[src/hdl/cfg_ram_pkg.sv]
//////////////////////////////
// Configuration table package
// Default sizes and the fixed
// latencies of the table pipeline
//////////////////////////////

package cfg_ram_pkg;

    //////////////////////////////
    // Default sizes
    //////////////////////////////

    // 32 words by default
    localparam int ADDR_BITS_DEF = 5;
    // Payload width, parity bit not included
    localparam int DATA_WIDTH_DEF = 32;

    //////////////////////////////
    // Pipeline timing
    //////////////////////////////

    // Memory read enable to data at the array output
    localparam int RD_LATENCY = 3;
    // Accepted CPU write strobe to memory write
    localparam int WR_COMMIT_DELAY = 2;
    // Accepted CPU access to uprdy
    localparam int RDY_DELAY = 4;

    // Width of the saturating parity error counter
    localparam int ERR_CNT_BITS = 8;

endpackage
[src/hdl/cfg_ram_top.sv]
//////////////////////////////
// Parity-protected config table
// Access port, memory and monitor
//////////////////////////////

`timescale 1ns/1ps

module cfg_ram_top
    import cfg_ram_pkg::*;
#(
    parameter int ADDR_BITS = ADDR_BITS_DEF,
    parameter int WIDTH     = DATA_WIDTH_DEF
)
(
    input  logic                    clk,
    input  logic                    rst,
    input  logic                    active,
    // Engine read port
    input  logic                    eng_re,
    input  logic [ADDR_BITS-1:0]    eng_ra,
    output logic [WIDTH-1:0]        eng_rdd,
    // CPU port
    input  logic                    upen,
    input  logic [ADDR_BITS-1:0]    upa,
    input  logic                    upws,
    input  logic                    uprs,
    input  logic [WIDTH-1:0]        updi,
    output logic [WIDTH-1:0]        updo,
    output logic                    uprdy,
    // Monitor access
    input  logic                    ctrl_we,
    input  logic [1:0]              ctrl_wd,
    input  logic                    err_clr,
    output logic                    err_sticky,
    output logic [ERR_CNT_BITS-1:0] err_cnt
);

    // Port to memory
    logic                 mem_we;
    logic [ADDR_BITS-1:0] mem_wa;
    logic [WIDTH:0]       mem_wd;
    logic                 mem_re;
    logic [ADDR_BITS-1:0] mem_ra;
    logic [WIDTH:0]       mem_rd;
    // Monitor to port and back
    logic                 par_force;
    logic                 par_dis;
    logic                 par_err;

    cfg_ram_port #(
        .ADDR_BITS (ADDR_BITS),
        .WIDTH     (WIDTH)
    ) u_port (
        .clk       (clk),
        .rst       (rst),
        .active    (active),
        .eng_re    (eng_re),
        .eng_ra    (eng_ra),
        .eng_rdd   (eng_rdd),
        .upen      (upen),
        .upa       (upa),
        .upws      (upws),
        .uprs      (uprs),
        .updi      (updi),
        .updo      (updo),
        .uprdy     (uprdy),
        .par_force (par_force),
        .par_dis   (par_dis),
        .par_err   (par_err),
        .mem_we    (mem_we),
        .mem_wa    (mem_wa),
        .mem_wd    (mem_wd),
        .mem_re    (mem_re),
        .mem_ra    (mem_ra),
        .mem_rd    (mem_rd)
    );

    // Storage carries the parity bit on top of each word
    cfg_ram_array #(
        .ADDR_BITS (ADDR_BITS),
        .WIDTH     (WIDTH)
    ) u_array (
        .clk    (clk),
        .rst    (rst),
        .mem_we (mem_we),
        .mem_wa (mem_wa),
        .mem_wd (mem_wd),
        .mem_re (mem_re),
        .mem_ra (mem_ra),
        .mem_rd (mem_rd)
    );

    cfg_err_monitor u_monitor (
        .clk        (clk),
        .rst        (rst),
        .ctrl_we    (ctrl_we),
        .ctrl_wd    (ctrl_wd),
        .err_clr    (err_clr),
        .par_err    (par_err),
        .par_force  (par_force),
        .par_dis    (par_dis),
        .err_sticky (err_sticky),
        .err_cnt    (err_cnt)
    );

endmodule

[src/hdl/cfg_err_monitor.sv]
//////////////////////////////
// Parity error monitor
// Control bits, sticky flag and
// saturating error count
//////////////////////////////

`timescale 1ns/1ps

module cfg_err_monitor
    import cfg_ram_pkg::*;
(
    input  logic                    clk,
    input  logic                    rst,
    input  logic                    ctrl_we,
    input  logic [1:0]              ctrl_wd,
    input  logic                    err_clr,
    input  logic                    par_err,
    output logic                    par_force,
    output logic                    par_dis,
    output logic                    err_sticky,
    output logic [ERR_CNT_BITS-1:0] err_cnt
);

    localparam logic [ERR_CNT_BITS-1:0] CNT_MAX = '1;

    // Bit 0 forces bad parity on writes, bit 1 turns the check off
    always_ff @(posedge clk)
    begin
        if (rst)
        begin
            par_force <= 1'b0;
            par_dis   <= 1'b0;
        end
        else if (ctrl_we)
        begin
            par_force <= ctrl_wd[0];
            par_dis   <= ctrl_wd[1];
        end
    end

    // Clear wins over a same-cycle error
    always_ff @(posedge clk)
    begin
        if (rst || err_clr)
        begin
            err_sticky <= 1'b0;
            err_cnt    <= '0;
        end
        else if (par_err)
        begin
            err_sticky <= 1'b1;
            // Stick at the top
            if (err_cnt != CNT_MAX)
            begin
                err_cnt <= err_cnt + 1'b1;
            end
        end
    end

endmodule

[src/hdl/cfg_ram_port.sv]
//////////////////////////////
// Configuration table access port
// CPU/engine arbitration, write delay,
// parity insert and check, write bypass
//////////////////////////////

`timescale 1ns/1ps

module cfg_ram_port
    import cfg_ram_pkg::*;
#(
    parameter int ADDR_BITS = 5,
    parameter int WIDTH     = 32
)
(
    input  logic                 clk,
    input  logic                 rst,
    input  logic                 active,
    // Engine read side
    input  logic                 eng_re,
    input  logic [ADDR_BITS-1:0] eng_ra,
    output logic [WIDTH-1:0]     eng_rdd,
    // CPU side
    input  logic                 upen,
    input  logic [ADDR_BITS-1:0] upa,
    input  logic                 upws,
    input  logic                 uprs,
    input  logic [WIDTH-1:0]     updi,
    output logic [WIDTH-1:0]     updo,
    output logic                 uprdy,
    // Parity control and report
    input  logic                 par_force,
    input  logic                 par_dis,
    output logic                 par_err,
    // Memory side
    output logic                 mem_we,
    output logic [ADDR_BITS-1:0] mem_wa,
    output logic [WIDTH:0]       mem_wd,
    output logic                 mem_re,
    output logic [ADDR_BITS-1:0] mem_ra,
    input  logic [WIDTH:0]       mem_rd
);

    //////////////////////////////
    // Request decode and arbitration
    //////////////////////////////

    logic                       eng_rd;
    logic                       cpu_wr;
    logic                       cpu_rd;
    logic                       uprd_lat;
    logic                       uprd_ok;
    logic [WR_COMMIT_DELAY-1:0] wr_pipe;
    logic [WR_COMMIT_DELAY-1:0] par_pipe;
    logic                       rd_req;
    logic                       wr_conflict;
    logic [RD_LATENCY-1:0]      same_pipe;
    logic [WIDTH-1:0]           rd_data;
    logic [WIDTH-1:0]           rd_data_q;
    logic                       par_rd_q;
    logic [RD_LATENCY:0]        re_pipe;
    logic [RDY_DELAY-1:0]       acc_pipe;
    logic                       par_bad;

    // Engine reads count only while active
    assign eng_rd = eng_re & active;
    assign cpu_wr = upws & upen;
    assign cpu_rd = uprs & upen;

    // Pending CPU read yields unless the engine is idle
    // or already reading the same word
    assign uprd_ok = uprd_lat & (~eng_rd | (eng_ra == upa));

    always_ff @(posedge clk)
    begin
        if (rst)
        begin
            uprd_lat <= 1'b0;
        end
        else if (!upen)
        begin
            // Frame dropped, forget any pending request
            uprd_lat <= 1'b0;
        end
        else if (uprd_ok)
        begin
            uprd_lat <= 1'b0;
        end
        else if (cpu_rd)
        begin
            uprd_lat <= 1'b1;
        end
    end

    //////////////////////////////
    // Write pipeline with parity
    //////////////////////////////

    // Write strobe delayed to the commit cycle
    always_ff @(posedge clk)
    begin
        if (rst)
        begin
            wr_pipe <= '0;
        end
        else
        begin
            wr_pipe <= {wr_pipe[WR_COMMIT_DELAY-2:0], cpu_wr};
        end
    end

    // Even parity, flipped on request to plant an error
    always_ff @(posedge clk)
    begin
        par_pipe <= {par_pipe[WR_COMMIT_DELAY-2:0], (^updi) ^ par_force};
    end

    // upa and updi stay put until uprdy, so they feed the write directly
    assign mem_we = wr_pipe[WR_COMMIT_DELAY-1];
    assign mem_wa = upa;
    assign mem_wd = {par_pipe[WR_COMMIT_DELAY-1], updi};

    //////////////////////////////
    // Read path and bypass
    //////////////////////////////

    assign rd_req = eng_rd | uprd_ok;
    // Engine owns the address whenever it reads
    assign mem_ra = eng_rd ? eng_ra : upa;

    // Read of the word being written this cycle
    assign wr_conflict = mem_we & (mem_wa == mem_ra);
    assign mem_re = rd_req & ~wr_conflict;

    // Collision flag follows the array latency
    always_ff @(posedge clk)
    begin
        if (rst)
        begin
            same_pipe <= '0;
        end
        else
        begin
            same_pipe <= {same_pipe[RD_LATENCY-2:0], rd_req & wr_conflict};
        end
    end

    // Bypassed reads return the fresh write data
    assign rd_data = same_pipe[RD_LATENCY-1] ? updi : mem_rd[WIDTH-1:0];
    assign eng_rdd = rd_data;

    // One more register for the CPU and the parity check
    always_ff @(posedge clk)
    begin
        rd_data_q <= rd_data;
        par_rd_q  <= mem_rd[WIDTH];
    end

    // Forced to zero outside a CPU frame
    assign updo = upen ? rd_data_q : '0;

    //////////////////////////////
    // Ready and parity check
    //////////////////////////////

    always_ff @(posedge clk)
    begin
        if (rst)
        begin
            acc_pipe <= '0;
            re_pipe  <= '0;
            par_err  <= 1'b0;
        end
        else
        begin
            acc_pipe <= {acc_pipe[RDY_DELAY-2:0], uprd_ok | mem_we};
            // Only real array reads enter the check pipe
            re_pipe  <= {re_pipe[RD_LATENCY-1:0], mem_re};
            par_err  <= par_bad;
        end
    end

    assign uprdy = acc_pipe[RDY_DELAY-1];

    // Odd overall parity on a checked read is an error
    assign par_bad = ~par_dis & re_pipe[RD_LATENCY] & (^{par_rd_q, rd_data_q});

endmodule

[src/hdl/cfg_ram_array.sv]
//////////////////////////////
// Configuration table memory
// Synchronous write, three-stage
// registered read path
//////////////////////////////

`timescale 1ns/1ps

module cfg_ram_array
    import cfg_ram_pkg::*;
#(
    parameter int ADDR_BITS = 5,
    parameter int WIDTH     = 32
)
(
    input  logic                 clk,
    input  logic                 rst,
    input  logic                 mem_we,
    input  logic [ADDR_BITS-1:0] mem_wa,
    input  logic [WIDTH:0]       mem_wd,
    input  logic                 mem_re,
    input  logic [ADDR_BITS-1:0] mem_ra,
    output logic [WIDTH:0]       mem_rd
);

    localparam int DEPTH = 1 << ADDR_BITS;

    // Storage, parity bit in the top position
    logic [WIDTH:0]         mem [DEPTH];

    // Stage 1 address, enable chain for stages 2 and 3
    logic [ADDR_BITS-1:0]   ra_q;
    logic [RD_LATENCY-2:0]  re_pipe;
    // Stage 2 raw array data
    logic [WIDTH:0]         rd_q;

    // Write lands on the edge where mem_we is seen
    always_ff @(posedge clk)
    begin
        if (mem_we)
        begin
            mem[mem_wa] <= mem_wd;
        end
    end

    // Read enable travels alongside the data stages
    always_ff @(posedge clk)
    begin
        if (rst)
        begin
            re_pipe <= '0;
        end
        else
        begin
            re_pipe <= {re_pipe[RD_LATENCY-3:0], mem_re};
        end
    end

    // Address register, array read, then held output
    always_ff @(posedge clk)
    begin
        ra_q <= mem_ra;
        if (re_pipe[0])
        begin
            rd_q <= mem[ra_q];
        end
        // Output holds until the next read arrives
        if (re_pipe[RD_LATENCY-2])
        begin
            mem_rd <= rd_q;
        end
    end

endmodule

[config.mk]
export PLATFORM = sky130hd
export DESIGN_NAME = cfg_ram_top
export DESIGN_NICKNAME = d
export VERILOG_FILES = /design/src/hdl/cfg_ram_pkg.sv /design/src/hdl/cfg_ram_top.sv /design/src/hdl/cfg_err_monitor.sv /design/src/hdl/cfg_ram_port.sv /design/src/hdl/cfg_ram_array.sv
export SDC_FILE = /design/constraint.sdc
export NUM_CORES = 1
export LEC_CHECK = 0
export BUFFER_PORTS_ARGS = -buffer_cell sky130_fd_sc_hd__buf_2
export CORE_MARGIN = 5
export CORE_UTILIZATION = 30
export CTS_BUF_LIST = sky130_fd_sc_hd__clkbuf_2 sky130_fd_sc_hd__clkbuf_4 sky130_fd_sc_hd__clkbuf_8
export CTS_CLUSTER_DIAMETER = 80
export CTS_CLUSTER_SIZE = 24
export DETAILED_ROUTE_END_ITERATION = 8
export GPL_TIMING_DRIVEN = 0
export PLACE_DENSITY = 0.56
export RECOVER_POWER = 100
export SLEW_MARGIN = 20
export SYNTH_ARGS = -nofsm -noshare
export SYNTH_HDL_FRONTEND = slang
export SYNTH_HIERARCHICAL = 1
export SYNTH_SLANG_ARGS = --single-unit
[constraint.sdc]
create_clock -name clk -period 8.9 [get_ports clk]
set_input_delay 0.89 -clock clk [delete_from_list [all_inputs] [get_ports clk]]
set_output_delay 0.89 -clock clk [all_outputs]
set_load 0.1 [all_outputs]
; Word level (Yosys, flattened, before mapping)
; Memories as Yosys holds them, arrays and structs flattened. A register that Yosys moved wholly into a read port is not among the register bits.
; Index checks and enable logic that the tools add are counted.
[classes]
addsub = 1
eq_ne = 3
muxes = 5
n_bitwise = 17
n_reduce_logical = 5
[ops]
columns = op, count
row1 = $mux 32, 2
row2 = $reduce_xor 33->1, 1
row3 = $reduce_xor 32->1, 1
row4 = $eq 5x5->1, 2
row5 = $and 1x1->1, 9
row6 = $add 8x1->8 const B, 1
row7 = $ne 8x8->1 const B, 1
row8 = $mux 5, 1
row9 = $not 1->1, 4
row10 = $or 1x1->1, 3
row11 = $reduce_or 3->1, 1
row12 = $mux 1, 2
row13 = $reduce_and 2->1, 1
row14 = $logic_or 1x1->1, 1
row15 = $xor 1x1->1, 1
[totals]
regBits = 101
ramBits = 1056
in_bits = 53
out_inout_bits = 74
elab_cells = 48
mem_count = 1
[mem_list]
columns = memory, depth, word_bits, rd, rd_clocked_by_memory_dff, write_ports, line_no
row1 = u_array.mem, 32, 33, 1, 1, 1, cfg_ram_array.sv:29  ; logic [WIDTH:0] mem [DEPTH];

; Longest topological paths before layout
[depth]
depth_word = 6
mapped_depth = 8
depth_no_buf = 6

; By module
; Netlist, hierarchy kept.
[modules_own_cells]
columns = mod, instances, cells_each, area_per_inst_um2
row1 = cfg_ram_array, 1, 2374, 43287.8
row2 = cfg_ram_port, 1, 258, 2710.1
row3 = cfg_err_monitor, 1, 51, 498.0

; Worst setup path after synthesis
; Ideal clock, no wire load.
[synth_timing]
path_type = input -> register
startpoint = in upa[1]
endpoint = mem u_array/mem[12][0] (netlist name), enable pin
setup_time_ns = 0.423
arrival_ns = 3.067
slack_ns = 5.410
cell_stages = 4
n_path_buf = 2
cell_sequence = buf_4 or3b_2 clkbuf_1 nor2_1
[synth_rtl]
columns = item, line_no
row1 = "start, declared", cfg_ram_top.sv:24  ; input logic [ADDR_BITS-1:0] upa,
row2 = "end, declared", cfg_ram_array.sv:29
; Straight into the memory's write port.

; Final worst setup path
[layout_timing]
startpoint = reg u_port.same_pipe[2]
endpoint = out eng_rdd[18]
[layout_between]
elab_chain_len = 1
[layout_rtl]
columns = item, line_no
row1 = "start, declared", cfg_ram_port.sv:57  ; logic [RD_LATENCY-1:0] same_pipe;
row2 = "start signal, assigned", cfg_ram_port.sv:144  ; same_pipe <= {same_pipe[RD_LATENCY-2:0], rd_req & wr_conflict};
row3 = $mux 32, cfg_ram_port.sv:149  ; assign rd_data = same_pipe[RD_LATENCY-1] ? updi : mem_rd[WIDTH-1:0];
row4 = "end, declared", cfg_ram_top.sv:21  ; output logic [WIDTH-1:0] eng_rdd,
; Every way passes these cells.

==> run_results.csv <==
group,metric,value,unit
status,status,"finished, violations left",
status,violations,"capacitance limit, slew limit",
worst_setup_path,cp_top_family,"buffers and inverters",
worst_setup_path,crit_buf_inv,3,
grt,track_usage,0.140,
grt,grt_pass1_wl,169000,um
worst_setup_path,crit_required,8.01,ns
clocking,cts_buffers,57,
worst_hold_path,hp-class,"reg2reg",
sta,hold_viol_final,0,
synth,syn_inst,2683,
grt,globalRouteOverflowTotal,0,
clocking,cts_max_level,2,
placement,io_buffers,126,
sta,hold_ws,0.347,ns
synth,async_flop_share,0,
floorplan,fp.dieH,404,um
routing,via_count,24267,
sta,max_slew_margin,-0.331,
clocking,cts_resized,0,
floorplan,die_area,163000,um2
synth,ys_seq_area_frac,0.754,
final_layout,fin_cells,5000,
pwr,max-vdd-ir-drop,0.125,mV
clocking,path_clk_slew,0.14,ns
worst_setup_path,path_class,"reg2out",
synth,synth_area,46500,um2
final_layout,drive_above_1_share,0.0730,
synth,synth_ff_type,"edfxtp_1",
worst_hold_path,hold_start,"u_port/par_pipe[0]",
placement,gp_congestion,0.793,
sta,period_share,0.520,
clocking,cts_tree,"yes",
clocking,cts_root_buf,"clkbuf_8",
worst_setup_path,cpMostUsedCell,"clkbuf_1",
sta,tns,0,ns
routing,firstDrtPassIters,5,
worst_setup_path,critPathLaunch,"u_port/same_pipe[2]",
worst_setup_path,crit_chain,"clkbuf_1, clkbuf_1, mux2_1, clkbuf_1",
placement,dp_hpwl,81200,um
clocking,cts.path.max_buffers,3,
clocking,post_cts_buffers,0,
sta,finalCriticalPeriod,4.63,ns
grt,grt_pass1_vias,23438,
synth,yosys_warnings,6,
grt,antenna_found_initial,13,
run,max-cap-violations,51,
final_layout,area_growth,9.03,%
synth,ys_types,48,
floorplan,die_width,404,um
sta,finalWorstSetupSlack,4.27,ns
routing,wl_per_cell,23.9,um
routing,finalWirelength,119000,um
floorplan,rows,144,
routing,drtIter0Drc,2185,
sta,fmax,216,MHz
sta,skew,0.0431,ns
pwr,power.density,188,nW/um2
floorplan,start_util,0.302,
sta,finalSetupViolCount,0,
worst_setup_path,arrival,3.74,ns
routing,ant_nets,0,
grt,grt_max_degree,33,
pwr,p_leak,16.8,nW
sta,maxSlewViolCount,1192,
synth,post_synth.cell_area_avg,17.3,um2
worst_setup_path,start_kind,"register",
worst_setup_path,path_max_fanout,10,
final_layout,num-nets-final,2966,
clocking,holdBufCountCts,0,
synth,synth_seq_cells,1190,
placement,pre_cts_ws,5.37,ns
clocking,clkLatencyLatePin,0.78,ns
worst_setup_path,critPathSlowestCell,"clkbuf_1",
synth,syn_nets,2737,
placement,dp.cells,4897,
worst_setup_path,worst_setup_path_end_kind,"primary output",
synth,synth_edf_count,1122,
sta,rsz0062_at_grt,"no",
sta,tightest_slew,1.99,ns
worst_setup_path,cpPeakStageDelay,0.92,ns
final_layout,fill_cells,14873,
worst_setup_path,r2r_start,"u_port/wr_pipe[1]",
final_layout,post-route-util,0.329,
clocking,clock-sinks,1190,
floorplan,coreArea,154000,um2
floorplan,boundaryPins,127,
routing,drt-vias-per-instance,4.85,
routing,drc,0,
## kinds of logic after synthesis
kind of cell,count (synthesis),share of synthesized area
buf+inv,181,0.0251
mux,571,0.124
compound gates,313,0.0459
fa+ha+maj,1,0.000269
flops,1190,0.754
simple gates,362,0.0378
xor+xnor,65,0.0131
## worst paths after layout
check	endpoint	slack (ns)	cells after the start
max	eng_rdd[18]	4.27	4
min	u_port/par_pipe[1]	0.35	0
max reg2reg	u_array/mem[15][24]	4.34	3
min reg2reg	u_port/par_pipe[1]	0.35	0
## sequential cells by signal, summed over array words and instances (netlist names)
signal,cells
u_port/same_pipe,3
u_monitor/par_dis,1
u_port/acc_pipe,4
u_port/par_pipe,2
u_array/mem,1056
u_monitor/err_cnt,8
u_array/ra_q,5
u_monitor/par_force,1
u_array/rd_q,33
u_port/par_err,1
u_array/re_pipe,2
u_port/rd_data_q,32
u_port/par_rd_q,1
u_port/wr_pipe,2
u_port/uprd_lat,1
u_port/re_pipe,4
u_monitor/err_sticky,1
u_array/mem_rd,33
## cell usage after synthesis, drive strengths merged (2+ instances only)
library cell	n	area share
or3b	3	0.00057
nand3b	5	0.00081
and4	3	0.00067
a21oi	102	0.011
edfxtp	1122	0.72
xor2	7	0.0013
a21boi	2	0.00040
or3	2	0.00027
nand2b	3	0.00040
a22oi	99	0.016
o21ai	2	0.00022
nand2	109	0.0088
nor2	42	0.0034
or2	3	0.00040
a31oi	39	0.0052
nand3	102	0.011
and3	4	0.00062
mux2i	534	0.11
mux2	37	0.0090
buf	138	0.022
nor3	36	0.0039
a211oi	2	0.00043
clkbuf	42	0.0036
dfxtp	68	0.029
xnor2	55	0.010
and2	33	0.0045
xnor3	3	0.0015
nor2b	13	0.0017
a22o	66	0.012
## area by class of cell
class	count	area (um2)	share of cell area
Tap cell	2044	2560	0.0504
Buffer	180	1040	0.0204
Inverter	1	3.75	0.0000740
Sequential cell	1190	35100	0.691
Clock inverter	9	98.8	0.00195
Clock buffer	85	995	0.0196
Antenna cell	9	22.5	0.000444
Multi-Input combinational cell	1312	10300	0.203
Timing Repair Buffer	170	659	0.0130
## per-layer routing
layer	GRT usage	vias to the layer above	share of wire
met1	0.197	12589	0.44
met3	0.0298	124	0.075
li1	-	10819	-
met2	0.225	731	0.46
met4	0.0310	4	0.021
met5	0	-	0.00023
## worst reg2reg max path: stages, from the launching register on
cell and delay (ns):
dfxtp_1 0.70, nand3_1 0.60, nor2_1 1.69, clkbuf_1 1.12
## cell usage in the layout, fill, tap and decap left out, types with 4 or more instances in the layout
master / count
mux2i_1: 534
clkbuf_4: 30
nand2_1: 109
nor3_1: 36
buf_6: 23
and2_1: 32
a31oi_1: 39
buf_8: 4
diode_2: 9
clkbuf_8: 57
a22oi_1: 99
edfxtp_1: 1122
nor2b_1: 13
xnor2_1: 55
buf_4: 26
buf_2: 47
xor2_1: 7
mux2_2: 8
dfxtp_1: 68
a22o_1: 66
a21oi_1: 102
nor2_1: 42
clkbuf_1: 233
nand3_1: 102
mux2_1: 29
buf_1: 15
nand3b_1: 5
## per-stage QoR
stage	total power, mW	instance area [um2]
final	9.51	50700
after global routing	9.84	50700
after CTS	9.62	52100
after detailed placement	7.28	51000
after global placement	7.27	49700
after floorplan	6.92	46500
## report_power, final
part | internal [mW] | total (mW) | leakage (nW) | switching (mW)
logic | 0.284 | 0.941 | 5.55 | 0.657
registers | 6.18 | 6.20 | 10.7 | 0.0156
clock network | 0.759 | 2.38 | 0.590 | 1.62
total | 7.23 | 9.51 | 16.8 | 2.29
No activity file was read; power rests on OpenSTA's default activity.
